## config.mk

```make
export PLATFORM = sky130hd
export DESIGN_NAME = cpu_core
export DESIGN_NICKNAME = d
export VERILOG_FILES = /design/src/hw/cpu_ctrl_pkg.sv /design/src/hw/cpu_isa_pkg.sv /design/src/hw/alu.sv /design/src/hw/control_unit.sv /design/src/hw/cpu_core.sv /design/src/hw/datapath.sv /design/src/hw/pc_unit.sv /design/src/hw/reg_file.sv
export SDC_FILE = /design/constraint.sdc
export NUM_CORES = 1
export LEC_CHECK = 0
export ABC_CLOCK_PERIOD_IN_PS = 4650
export BUFFER_PORTS_ARGS = -buffer_cell sky130_fd_sc_hd__buf_4
export CORE_MARGIN = 5
export CORE_UTILIZATION = 57
export DETAILED_ROUTE_END_ITERATION = 6
export PLACE_DENSITY = 0.78
export SKIP_LAST_GASP = 1
export SLEW_MARGIN = 30
export SYNTH_ARGS = -nofsm -noshare
export SYNTH_HDL_FRONTEND = slang
export SYNTH_HIERARCHICAL = 1
export SYNTH_SLANG_ARGS = --single-unit
```

## constraint.sdc

```tcl
create_clock -name clock -period 4.65 [get_ports clock]
set_input_delay 0.93 -clock clock [delete_from_list [all_inputs] [get_ports clock]]
set_output_delay 0.93 -clock clock [all_outputs]
set_load 0.05 [all_outputs]
```

## src/hw/cpu_ctrl_pkg.sv

```systemverilog
package cpu_ctrl_pkg;

    // Bus address source
    typedef enum logic {
        addr_pc,
        addr_hl
    } addr_sel_t;

    // ALU operand B source
    typedef enum logic {
        alu_b_reg,
        alu_b_bus
    } alu_b_sel_t;

    // Register file write-back source
    typedef enum logic [1:0] {
        rf_in_bus,
        rf_in_alu,
        rf_in_reg
    } rf_in_sel_t;

    // Micro-sequencer, one bus cycle per state
    typedef enum logic [2:0] {
        st_fetch,
        st_exec,
        st_read_lo,     // Jump target low byte
        st_read_hi,
        st_halted
    } seq_state_t;

endpackage

```

## src/hw/cpu_isa_pkg.sv

```systemverilog
package cpu_isa_pkg;

    typedef logic [7:0]  byte_t;
    typedef logic [15:0] addr_t;
    typedef logic [2:0]  reg_idx_t;

    localparam reg_idx_t reg_b   = 3'd0;
    localparam reg_idx_t reg_c   = 3'd1;
    localparam reg_idx_t reg_d   = 3'd2;
    localparam reg_idx_t reg_e   = 3'd3;
    localparam reg_idx_t reg_h   = 3'd4;
    localparam reg_idx_t reg_l   = 3'd5;
    localparam reg_idx_t reg_mem = 3'd6;    // Byte at (HL), not a register
    localparam reg_idx_t reg_a   = 3'd7;

    // Order matches opcode bits 5:3
    typedef enum logic [2:0] {
        alu_add, alu_adc, alu_sub, alu_sbc,
        alu_and, alu_xor, alu_or, alu_cp
    } alu_op_t;

    typedef enum logic [1:0] {cond_nz, cond_z, cond_nc, cond_c} cond_t;

    // Opcode fields
    localparam int grp_msb  = 7;
    localparam int grp_lsb  = 6;
    localparam int dst_msb  = 5;
    localparam int dst_lsb  = 3;
    localparam int src_msb  = 2;
    localparam int src_lsb  = 0;
    localparam int cond_msb = 4;
    localparam int cond_lsb = 3;

    localparam logic [1:0] grp_ld_imm  = 2'b00;
    localparam logic [1:0] grp_ld_reg  = 2'b01;
    localparam logic [1:0] grp_alu_reg = 2'b10;
    localparam logic [1:0] grp_alu_imm = 2'b11;

    localparam byte_t op_halt     = 8'h76;
    localparam byte_t op_jp       = 8'hC3;
    localparam byte_t jp_cc_mask  = 8'hE7;  // 110cc010 with cc masked out
    localparam byte_t jp_cc_match = 8'hC2;

endpackage

```

## src/hw/alu.sv

```systemverilog
`timescale 1ns/100ps

module alu (
    input  cpu_isa_pkg::alu_op_t alu_op,
    input  cpu_isa_pkg::byte_t   alu_a,
    input  cpu_isa_pkg::byte_t   alu_b,
    input  logic                 carry_in,
    output cpu_isa_pkg::byte_t   result,
    output logic                 z,
    output logic                 n,
    output logic                 h,
    output logic                 c
);
    import cpu_isa_pkg::*;

    logic       cin;
    logic [8:0] full;
    logic [4:0] half;   // Low nibble, bit 4 is the half carry or borrow

    assign cin = (alu_op == alu_adc || alu_op == alu_sbc) ? carry_in : 1'b0;

    always_comb
    begin
        full   = 9'd0;
        half   = 5'd0;
        result = 8'h00;
        h      = 1'b0;
        c      = 1'b0;
        case (alu_op)
            alu_add, alu_adc:
            begin
                full   = {1'b0, alu_a} + {1'b0, alu_b} + {8'd0, cin};
                half   = {1'b0, alu_a[3:0]} + {1'b0, alu_b[3:0]} + {4'd0, cin};
                result = full[7:0];
                h      = half[4];
                c      = full[8];
            end
            alu_sub, alu_sbc, alu_cp:
            begin
                full   = {1'b0, alu_a} - {1'b0, alu_b} - {8'd0, cin};
                half   = {1'b0, alu_a[3:0]} - {1'b0, alu_b[3:0]} - {4'd0, cin};
                result = full[7:0];
                h      = half[4];
                c      = full[8];   // Borrow out of bit 7
            end
            alu_and:
            begin
                result = alu_a & alu_b;
                h      = 1'b1;
            end
            alu_xor: result = alu_a ^ alu_b;
            default: result = alu_a | alu_b;    // or
        endcase
    end

    assign z = (result == 8'h00);
    assign n = (alu_op == alu_sub || alu_op == alu_sbc || alu_op == alu_cp);

endmodule

```

## src/hw/control_unit.sv

```systemverilog
`timescale 1ns/100ps

module control_unit (
    input  logic                     clock,
    input  logic                     rst_n,
    input  cpu_isa_pkg::byte_t       rdata,
    input  logic                     flag_z,
    input  logic                     flag_c,
    output logic                     nread,
    output logic                     nwrite,
    output cpu_ctrl_pkg::addr_sel_t  addr_sel,
    output logic                     pc_inc,
    output logic                     pc_load,
    output cpu_isa_pkg::reg_idx_t    rf_rd_a,
    output cpu_isa_pkg::reg_idx_t    rf_rd_b,
    output cpu_isa_pkg::reg_idx_t    rf_wr_idx,
    output logic                     rf_we,
    output cpu_ctrl_pkg::rf_in_sel_t rf_in_sel,
    output cpu_isa_pkg::alu_op_t     alu_op,
    output cpu_ctrl_pkg::alu_b_sel_t alu_b_sel,
    output logic                     flags_we,
    output logic                     lo_we
);
    import cpu_isa_pkg::*;
    import cpu_ctrl_pkg::*;

    seq_state_t state, state_next;
    byte_t      opcode;
    reg_idx_t   dst, src;
    logic [1:0] grp;
    logic       jump_taken;

    // Where the fetched opcode goes next; unknown opcodes end in fetch
    function automatic seq_state_t after_fetch(byte_t op);
        seq_state_t next;
        next = st_fetch;
        if (op == op_halt)
            next = st_halted;
        else if (op == op_jp || (op & jp_cc_mask) == jp_cc_match)
            next = st_read_lo;
        else if (op[grp_msb:grp_lsb] == grp_ld_reg || op[grp_msb:grp_lsb] == grp_alu_reg)
            next = st_exec;
        else if (op[src_msb:src_lsb] == reg_mem)
        begin
            // ld (HL),n is not supported
            if (op[grp_msb:grp_lsb] == grp_alu_imm || op[dst_msb:dst_lsb] != reg_mem)
                next = st_exec;
        end
        return next;
    endfunction

    assign dst    = opcode[dst_msb:dst_lsb];
    assign src    = opcode[src_msb:src_lsb];
    assign grp    = opcode[grp_msb:grp_lsb];
    assign alu_op = alu_op_t'(dst);

    always_comb
    begin
        if (opcode == op_jp)
            jump_taken = 1'b1;
        else
        begin
            case (cond_t'(opcode[cond_msb:cond_lsb]))
                cond_nz: jump_taken = !flag_z;
                cond_z:  jump_taken = flag_z;
                cond_nc: jump_taken = !flag_c;
                default: jump_taken = flag_c;
            endcase
        end
    end

    always_comb
    begin
        state_next = state;
        nread      = 1'b1;
        nwrite     = 1'b1;
        addr_sel   = addr_pc;
        pc_inc     = 1'b0;
        pc_load    = 1'b0;
        rf_rd_a    = reg_a;
        rf_rd_b    = src;
        rf_wr_idx  = dst;
        rf_we      = 1'b0;
        rf_in_sel  = rf_in_bus;
        alu_b_sel  = alu_b_reg;
        flags_we   = 1'b0;
        lo_we      = 1'b0;
        case (state)
            st_fetch:
            begin
                nread      = !rst_n;    // Bus idle while reset is held
                pc_inc     = 1'b1;
                state_next = after_fetch(rdata);
            end
            st_exec:
            begin
                state_next = st_fetch;
                case (grp)
                    grp_ld_reg:
                    begin
                        if (src == reg_mem)     // ld r,(HL)
                        begin
                            addr_sel = addr_hl;
                            nread    = 1'b0;
                            rf_we    = 1'b1;
                        end
                        else if (dst == reg_mem)    // ld (HL),r
                        begin
                            addr_sel = addr_hl;
                            nwrite   = 1'b0;
                        end
                        else
                        begin
                            rf_in_sel = rf_in_reg;
                            rf_we     = 1'b1;
                        end
                    end
                    grp_ld_imm:
                    begin
                        nread  = 1'b0;
                        pc_inc = 1'b1;
                        rf_we  = 1'b1;
                    end
                    default:
                    begin
                        rf_wr_idx = reg_a;
                        rf_in_sel = rf_in_alu;
                        flags_we  = 1'b1;
                        rf_we     = (alu_op != alu_cp);  // cp only sets flags
                        if (grp == grp_alu_imm)
                        begin
                            nread     = 1'b0;
                            pc_inc    = 1'b1;
                            alu_b_sel = alu_b_bus;
                        end
                        else if (src == reg_mem)
                        begin
                            addr_sel  = addr_hl;
                            nread     = 1'b0;
                            alu_b_sel = alu_b_bus;
                        end
                    end
                endcase
            end
            st_read_lo:
            begin
                nread      = 1'b0;
                pc_inc     = 1'b1;
                lo_we      = 1'b1;
                state_next = st_read_hi;
            end
            st_read_hi:
            begin
                nread      = 1'b0;
                pc_load    = jump_taken;
                pc_inc     = !jump_taken;   // Step past the operand when not taken
                state_next = st_fetch;
            end
            st_halted: state_next = st_halted;
            default:   state_next = st_fetch;
        endcase
    end

    always_ff @(posedge clock or negedge rst_n)
    begin
        if (!rst_n)
        begin
            state  <= st_fetch;
            opcode <= 8'h00;
        end
        else
        begin
            state <= state_next;
            if (state == st_fetch)
                opcode <= rdata;
        end
    end

    a_strobes_exclusive: assert property (
        @(posedge clock) disable iff (!rst_n) !(!nread && !nwrite)
    ) else $error("nread and nwrite low together");

endmodule

```

## src/hw/cpu_core.sv

```systemverilog
`timescale 1ns/100ps

module cpu_core #(
    parameter cpu_isa_pkg::addr_t reset_pc = 16'h0000
) (
    input  logic               clock,
    input  logic               rst_n,
    input  cpu_isa_pkg::byte_t rdata,
    output cpu_isa_pkg::addr_t addr,
    output cpu_isa_pkg::byte_t wdata,
    output logic               nread,
    output logic               nwrite
);
    import cpu_isa_pkg::*;
    import cpu_ctrl_pkg::*;

    addr_sel_t  addr_sel;
    alu_b_sel_t alu_b_sel;
    rf_in_sel_t rf_in_sel;
    alu_op_t    alu_op;
    reg_idx_t   rf_rd_a, rf_rd_b, rf_wr_idx;
    logic       pc_inc, pc_load, rf_we, flags_we, lo_we;
    logic       flag_z, flag_c, carry_in;
    logic       alu_z, alu_n, alu_h, alu_c;
    addr_t      pc, jump_target, hl;
    byte_t      rd_a_data, rd_b_data, rf_wdata, alu_b, alu_result;

    control_unit u_ctrl (
        .clock(clock), .rst_n(rst_n), .rdata(rdata),
        .flag_z(flag_z), .flag_c(flag_c),
        .nread(nread), .nwrite(nwrite), .addr_sel(addr_sel),
        .pc_inc(pc_inc), .pc_load(pc_load),
        .rf_rd_a(rf_rd_a), .rf_rd_b(rf_rd_b), .rf_wr_idx(rf_wr_idx),
        .rf_we(rf_we), .rf_in_sel(rf_in_sel),
        .alu_op(alu_op), .alu_b_sel(alu_b_sel), .flags_we(flags_we), .lo_we(lo_we)
    );

    datapath u_dp (
        .clock(clock), .rst_n(rst_n), .rdata(rdata), .pc(pc),
        .rd_b_data(rd_b_data), .alu_result(alu_result),
        .alu_z(alu_z), .alu_n(alu_n), .alu_h(alu_h), .alu_c(alu_c),
        .addr_sel(addr_sel), .alu_b_sel(alu_b_sel), .rf_in_sel(rf_in_sel),
        .flags_we(flags_we), .lo_we(lo_we), .hl(hl),
        .addr(addr), .wdata(wdata), .alu_b(alu_b), .carry_in(carry_in),
        .rf_wdata(rf_wdata), .jump_target(jump_target),
        .flag_z(flag_z), .flag_c(flag_c)
    );

    pc_unit #(.reset_pc(reset_pc)) u_pc (
        .clock(clock), .rst_n(rst_n), .pc_inc(pc_inc), .pc_load(pc_load),
        .jump_target(jump_target), .pc(pc)
    );

    reg_file u_rf (
        .clock(clock), .rst_n(rst_n),
        .rf_rd_a(rf_rd_a), .rf_rd_b(rf_rd_b), .rf_wr_idx(rf_wr_idx),
        .rf_we(rf_we), .rf_wdata(rf_wdata),
        .rd_a_data(rd_a_data), .rd_b_data(rd_b_data), .hl(hl)
    );

    // Operand A is always the read port A output
    alu u_alu (
        .alu_op(alu_op), .alu_a(rd_a_data), .alu_b(alu_b), .carry_in(carry_in),
        .result(alu_result), .z(alu_z), .n(alu_n), .h(alu_h), .c(alu_c)
    );

endmodule

```

## src/hw/datapath.sv

```systemverilog
`timescale 1ns/100ps

module datapath (
    input  logic                     clock,
    input  logic                     rst_n,
    input  cpu_isa_pkg::byte_t       rdata,
    input  cpu_isa_pkg::addr_t       pc,
    input  cpu_isa_pkg::byte_t       rd_b_data,
    input  cpu_isa_pkg::byte_t       alu_result,
    input  logic                     alu_z,
    input  logic                     alu_n,
    input  logic                     alu_h,
    input  logic                     alu_c,
    input  cpu_ctrl_pkg::addr_sel_t  addr_sel,
    input  cpu_ctrl_pkg::alu_b_sel_t alu_b_sel,
    input  cpu_ctrl_pkg::rf_in_sel_t rf_in_sel,
    input  logic                     flags_we,
    input  logic                     lo_we,
    input  cpu_isa_pkg::addr_t       hl,
    output cpu_isa_pkg::addr_t       addr,
    output cpu_isa_pkg::byte_t       wdata,
    output cpu_isa_pkg::byte_t       alu_b,
    output logic                     carry_in,
    output cpu_isa_pkg::byte_t       rf_wdata,
    output cpu_isa_pkg::addr_t       jump_target,
    output logic                     flag_z,
    output logic                     flag_c
);
    import cpu_isa_pkg::*;
    import cpu_ctrl_pkg::*;

    logic [3:0] flags;      // Z N H C
    byte_t      jump_lo;

    always_ff @(posedge clock or negedge rst_n)
    begin
        if (!rst_n)
            flags <= 4'b1000;   // Z starts set
        else if (flags_we)
            flags <= {alu_z, alu_n, alu_h, alu_c};
    end

    always_ff @(posedge clock)
    begin
        if (lo_we)
            jump_lo <= rdata;
    end

    assign flag_z   = flags[3];
    assign flag_c   = flags[0];
    assign carry_in = flags[0];

    // High byte comes straight off the bus in read_hi
    assign jump_target = {rdata, jump_lo};

    assign addr  = (addr_sel == addr_hl) ? hl : pc;
    assign alu_b = (alu_b_sel == alu_b_bus) ? rdata : rd_b_data;
    assign wdata = rd_b_data;

    always_comb
    begin
        case (rf_in_sel)
            rf_in_alu: rf_wdata = alu_result;
            rf_in_reg: rf_wdata = rd_b_data;
            default:   rf_wdata = rdata;
        endcase
    end

endmodule

```

## src/hw/pc_unit.sv

```systemverilog
`timescale 1ns/100ps

module pc_unit #(
    parameter cpu_isa_pkg::addr_t reset_pc = 16'h0000
) (
    input  logic               clock,
    input  logic               rst_n,
    input  logic               pc_inc,
    input  logic               pc_load,
    input  cpu_isa_pkg::addr_t jump_target,
    output cpu_isa_pkg::addr_t pc
);

    always_ff @(posedge clock or negedge rst_n)
    begin
        if (!rst_n)
            pc <= reset_pc;
        else if (pc_load)
            pc <= jump_target;
        else if (pc_inc)
            pc <= pc + 16'd1;   // Wraps at 0xFFFF
    end

    // The sequencer chooses one PC source per cycle
    a_pc_one_source: assert property (
        @(posedge clock) disable iff (!rst_n) !(pc_inc && pc_load)
    ) else $error("pc_inc and pc_load high together");

endmodule

```

## src/hw/reg_file.sv

```systemverilog
`timescale 1ns/100ps

module reg_file (
    input  logic                  clock,
    input  logic                  rst_n,
    input  cpu_isa_pkg::reg_idx_t rf_rd_a,
    input  cpu_isa_pkg::reg_idx_t rf_rd_b,
    input  cpu_isa_pkg::reg_idx_t rf_wr_idx,
    input  logic                  rf_we,
    input  cpu_isa_pkg::byte_t    rf_wdata,
    output cpu_isa_pkg::byte_t    rd_a_data,
    output cpu_isa_pkg::byte_t    rd_b_data,
    output cpu_isa_pkg::addr_t    hl
);
    import cpu_isa_pkg::*;

    byte_t regs [7];

    // A takes the slot left free by index 6
    function automatic logic [2:0] slot(reg_idx_t idx);
        return (idx == reg_a) ? 3'd6 : idx;
    endfunction

    function automatic byte_t read_port(reg_idx_t idx);
        return (idx == reg_mem) ? 8'h00 : regs[slot(idx)];
    endfunction

    assign rd_a_data = read_port(rf_rd_a);
    assign rd_b_data = read_port(rf_rd_b);
    assign hl        = {regs[reg_h], regs[reg_l]};

    always_ff @(posedge clock or negedge rst_n)
    begin
        if (!rst_n)
        begin
            for (int i = 0; i < 7; i++)
                regs[i] <= 8'h00;
        end
        else if (rf_we && rf_wr_idx != reg_mem)
            regs[slot(rf_wr_idx)] <= rf_wdata;
    end

    // Memory operand goes out on the bus, never into the file
    a_no_mem_write: assert property (
        @(posedge clock) disable iff (!rst_n) rf_we |-> rf_wr_idx != reg_mem
    ) else $error("register write to index 6");

endmodule

```

-- Word-level counts from Yosys, hierarchy flattened
Cells that the tools add are included.
- bits in registers: 95
- input port bits: 10
- word-level logic and storage cells: 141
- add/subtract/negate cells: 9
- $lt $le $gt $ge: 3
- equal/unequal tests: 31
- multiplexer cells: 58
- bitwise gates (word level): 5
- reduce and logical (&&, ||, !) cells: 23
- operators by type and width (operator ; number):
    $bwmux W56 ; 1
    $mux W16 ; 3
    $mux W8 ; 5
    $pmux W8 S4 ; 1
    $eq A3 B3 Y1 const B ; 9
    $bmux W8 S3 ; 1
    $demux W8 S3 ; 1
    $mux W3 ; 8
    $mux W1 ; 23
    $add A16 B1 Y16 const B ; 1
    $eq A8 B8 Y1 const B ; 2
    $pmux W8 S2 ; 1
    $eq A3 B2 Y1 const B ; 4
    $pmux W1 S3 ; 4
    $eq A2 B2 Y1 const B ; 5
    $pmux W1 S2 ; 5
    $add A8 B8 Y9 ; 1
    $add A9 B1 Y9 ; 1
    $ne A3 B3 Y1 const B ; 3
    $pmux W3 S3 ; 1
    $sub A8 B8 Y9 ; 1
    $sub A9 B1 Y9 ; 1
    $and A8 B8 Y8 ; 1
    $eq A2 B1 Y1 const B ; 4
    23 further kinds ; 42

-- Logic depth before layout (Yosys ltp)
- word-level depth: 13
- mapped depth: 19

-- Cells and area by module
Netlist, hierarchy kept.
- modules (own cells, without submodules) (module ; instances ; cells an instance ; area each (um^2) ; sequential area each (um^2)):
    reg_file ; 1 ; 253 ; 3228.1 ; 1401.3
    alu ; 1 ; 192 ; 1368.8 ; 0.0
    datapath ; 1 ; 87 ; 963.4 ; 291.5
    pc_unit ; 1 ; 99 ; 943.4 ; 400.4
    control_unit ; 1 ; 99 ; 877.1 ; 275.3

-- Worst setup path after synthesis
No wires, ideal clock.
- path kind: reg-to-reg
- start point: reg u_ctrl.opcode[1]
- end point: reg u_rf/regs[38] (netlist name)
- setup time: 125 ps
- data arrival time: 4302 ps
- data required time: 4525 ps
- slack: 223 ps
- stages on the path, launching flop included: 20
- period minus slack after synthesis: 4427 ps
- cells stage by stage: dfrtp_1 -> buf_4 -> clkbuf_1 -> and2_1 -> clkbuf_1 -> a2bb2oi_1 -> a221oi_1 -> mux2_2 -> inv_1 -> fa_1 -> fa_1 -> or2_1 -> a31o_1 -> mux2i_1 -> nor2_1 -> a211o_1 -> and2_1 -> a22oi_1 -> o21ai_0 -> mux2_2
- word-level cells in the longest chain between the ends: 13
- elaborated cells on any way between the ends: 32
- ends and longest elaborated chain (what ; line ; RTL):
    start, declared ; control_unit.sv:28 ; byte_t opcode;
    start signal, assigned ; control_unit.sv:175 ; opcode <= rdata;
    $eq A3 B3 Y1 ; reg_file.sv:21 ; return (idx == reg_a) ? 3'd6 : idx;
    $mux W3 ; reg_file.sv:21 ;
    $not A3 Y4 (implied by the code) ; reg_file.sv:25 ; return (idx == reg_mem) ? 8'h00 : regs[slot(idx)];
    $bmux W8 S3 ; reg_file.sv:25 ;
    $mux W8 (implied by the code) (2 in a row) ; reg_file.sv:25 ;
    $mux W8 * ; reg_file.sv:25 ;
    via rd_b_data[0] ; cpu_core.sv:26 ; byte_t rd_a_data, rd_b_data, rf_wdata, alu_b, alu_result;
    $mux W8 * ; datapath.sv:57 ; assign alu_b = (alu_b_sel == alu_b_bus) ? rdata : rd_b_data;
    via alu_b[0] ; cpu_core.sv:26 ;
    $sub A8 B8 Y9 or $add A8 B8 Y9 (tied branches) ; alu.sv:40, alu.sv:32 ;
    $sub A9 B1 Y9 or $add A9 B1 Y9 (tied branches) ; alu.sv:40, alu.sv:32 ;
    $pmux W8 S4 * ; alu.sv:29 ; case (alu_op)
    via alu_result[6] ; cpu_core.sv:26 ;
    $pmux W8 S2 * ; datapath.sv:62 ; case (rf_in_sel)
    via rf_wdata[6] ; cpu_core.sv:26 ;
    $bwmux W56 * ; reg_file.sv:40 ; regs[slot(rf_wr_idx)] <= rf_wdata;
    end signal, assigned by index ; reg_file.sv:40 ;
    end, declared ; reg_file.sv:17 ; byte_t regs [7];
The timed path passes the listed nets; every way through them passes the cells marked *. The select of a mux whose other input is x is not followed.
A chain may end at the register's enable or synchronous reset.

-- Worst setup path after layout
- start point: reg u_ctrl.opcode[0]
- end point: reg u_rf/regs[46] (netlist name)
- word-level cells in the longest chain between the ends: 13
- elaborated cells on any way between the ends: 32
- ends and longest elaborated chain (what ; line):
    $eq A3 B3 Y1 ; reg_file.sv:21
    $mux W3 ; reg_file.sv:21
    $not A3 Y4 (implied by the code) ; reg_file.sv:25
    $bmux W8 S3 ; reg_file.sv:25
    $mux W8 (implied by the code) (2 in a row) ; reg_file.sv:25
    $mux W8 ; reg_file.sv:25
    $mux W8 * ; datapath.sv:57
    via alu_b[0] ; cpu_core.sv:26
    $sub A8 B8 Y9 or $add A8 B8 Y9 (tied branches) ; alu.sv:40, alu.sv:32
    $sub A9 B1 Y9 or $add A9 B1 Y9 (tied branches) ; alu.sv:40, alu.sv:32
    $pmux W8 S4 * ; alu.sv:29
    via alu_result[6] ; cpu_core.sv:26
    $pmux W8 S2 * ; datapath.sv:62
    via rf_wdata[6] ; cpu_core.sv:26
    $bwmux W56 * ; reg_file.sv:40
Marks and branches as above.

==> summary.txt <==
Outcome
  – Status: completed

Critical path
  – Worst path cell trace: buf_12, nor2b_1, a2111oi_1, a221oi_1, mux2_2, inv_1, fa_1, fa_1, or2_1, a31o_1, mux2i_1, nor2_1, a211o_1, and2_1, a22oi_1, o21ai_1, mux2_2
  – Worst reg2reg path startpoint: u_ctrl/opcode[0]
  – CP required: ~4900 ps
  – Critical path type: reg2reg
  – Critical Path Max Stage Delay: about 490 ps
  – CP arrival: 4780 ps
  – Worst-path maximum fanout: 24
  – Sum of buffers and inverters on the critical path: 2
  – Top delay family on crit path: compound AO/OA/AOI/OAI gates
  – Worst path slowest cell: fa_1
  – Nature of the critical path startpoint: register
  – Worst setup startpoint: u_ctrl/opcode[0]
  – Critical Path End Type: register

Route
  – Drt wl/cell: 21.5 um
  – DR vias: 5849
  – Detailed Route WL: 19600 um
  – Initial DRC count: 611
  – Via density: 6.44
  – Drt drc: 0
  – Initial DRT Pass Iterations: 5
  – Post-route ant nets: 0

Power
  – Combinational power share: about 64%
  – Leakage Power: 3.48 nW
  – Max VDD drop: between 400 and 500 uV
  – Switching power: 3.03 mW
  – Clock power share: 12.0%
  – Int Pwr: 3.29 mW
  – Power density over the cells: 797 nW/um^2
  – Sequential cell fraction of total power: around a quarter
  – Sw Ratio: between 40 and 50%
  – Pwr Total: 6.32 mW

STA
  – Final hold violations: 0
  – FMAX: 0.220 GHz
  – Slew Limit Fails: 0
  – Final setup margin: 110 ps
  – Period minus WS final: 4540 ps
  – Worst Tran Pin Value: 985 ps
  – Rel. slew slack: roughly a third
  – Clk_skew: 10.9 ps
  – Final setup fails: 0
  – Tcrit/Tclk final: 97.6%

Floorplan
  – Total core area: ~13000 um^2
  – Row count: around 40
  – Initial Util: 58.3%
  – Die height: 124 um
  – Die ar.: 15300 um^2
  – Die Wd: about 120 um
  – Ports: 36

Final layout
  – Nets@finish: 783
  – Area Overhead vs Synth: 7.90%
  – # fillers: 1065
  – Fraction of layout cells with a size suffix above 1: a little over a quarter
  – Antenna diodes: 0
  – Finished Layout Cells: 908
  – Core Util, Final: 62.9%

Logic synthesis
  – Mean area per synthesized cell: 10.1 um^2
  – Cell Area, Synth: 7350 um^2
  – Synth warn: 6
  – Cells after synthesis: 726

GRT
  – Grt ovf: 0
  – GRT Overall Usage: between 20% and 30%
  – First-pass GRT wire length: 30700 um
  – Initial antenna violation count: 0
  – Number of global-route vias before repair: 5772
  – Largest net degree at the start of global routing: 77

Clocking
  – Sink Count: 93
  – Post-CTS Hold Fix Bufs: 0
  – Clock slew at reported path FFs: 70 ps
  – Post-CTS Setup Bufs: 0
  – Inserted Clock Buffers: 9
  – Root buffer cell: clkbuf_16
  – Max clock buf depth: 2
  – H-tree Lvls: 3
  – Worst skew pair latency: 360 ps
  – CTS tree: done

Placed design
  – # placed instances: 892
  – Detailed Place HPWL: 14600 um
  – Placer Congestion: 0.990
  – Port bufs: 35
  – Dpl ws: -21.7 ps

Worst hold path
  – HP Class: in2async

Flow run
  – Number of max-cap violations: 0
-- cell type report --
cell class / instances / area, um^2 / share of cell area (%)
Clock buffer: 9 / 225 / 2.84
Clock inverter: 7 / 81.3 / 1.03
Inverter: 42 / 158 / 1.99
Multi-Input combinational cell: 513 / 4330 / 54.5
Sequential cell: 93 / 2370 / 29.9
Tap cell: 172 / 215 / 2.71
Timing Repair Buffer: 72 / 557 / 7.02
-- what timing repair did --
item | 4_1_cts | 5_1_grt
pin swaps | 0 | 0
setup endpoints to repair | 7 | 21
endpoints found under the hold margin | 0 | 0
gates resized for setup | 1 | 5
-- power by group through the flow --
stage	clock (mW)	combinational [mW]	sequential, mW
after floorplan	0	3.12	1.38
after global placement	0	3.82	1.50
after detailed placement	0	3.93	1.52
after CTS	0.775	3.96	1.51
after global routing	0.801	4.33	1.57
final	0.759	4.03	1.53
-- sequential cells by signal (all words and copies together) (netlist names) --
register and flops:
u_rf/hl 16, u_pc/pc 16, u_rf/regs 40, u_ctrl/state 3, u_dp/flags 2, u_ctrl/opcode 8, u_dp/jump_lo 8
-- final timing paths --
path	endpoint	slack, ps	cells past startpoint
worst max-delay path	u_rf/regs[46]	110	17
worst min-delay path	u_ctrl/state[1]	390	1
worst max register to register	u_rf/regs[46]	110	17
worst min register to register	u_pc/pc[4]	450	2
max in group asynchronous	u_ctrl/opcode[0]	3330	2
min in group clock	u_pc/pc[4]	450	2
-- metal layers --
layer / routed length [um] / GRT usage, % / part of all wire, %
met1: 8360 / 34.4 / 43
met5: 0 / 0 / 0
met3: 1110 / 5.04 / 5.7
met4: 733 / 11.3 / 3.7
met2: 9360 / 43.2 / 48
-- worst register-to-register path: stages, from the launching register on --
cell       delay (ps)
dfrtp_2           470
buf_12            190
nor2b_1           140
a2111oi_1          70
a221oi_1          330
mux2_2            240
inv_1              70
fa_1              490
fa_1              430
or2_1             280
a31o_1            260
mux2i_1           190
nor2_1             60
a211o_1           290
and2_1            160
a22oi_1           190
o21ai_1           220
mux2_2            360
-- cells in the final DEF (no fill, tap or decap), types with 12 or more instances in the layout --
cell type  count
nor2_1        22
nand3_1       18
dfrtp_1       83
mux2_2        75
o21ai_0       26
a221oi_1      14
xnor2_1       12
a21oi_1       13
nor2b_1       14
ha_1          38
mux2i_1       42
nand2_1       47
inv_1         41
buf_4         70
-- through the flow --
stage          area, um^2  setup TNS [ps]  hold slack (ps)
5_1_grt              7930           -92.4              391
4_1_cts              7920               0              381
2_1_floorplan        7360               0              430
3_3_place_gp         7610               0              435
3_5_place_dp         7610           -45.2              441
6_report             7930               0              393
Note: power is estimated with default switching activity, not from simulation.
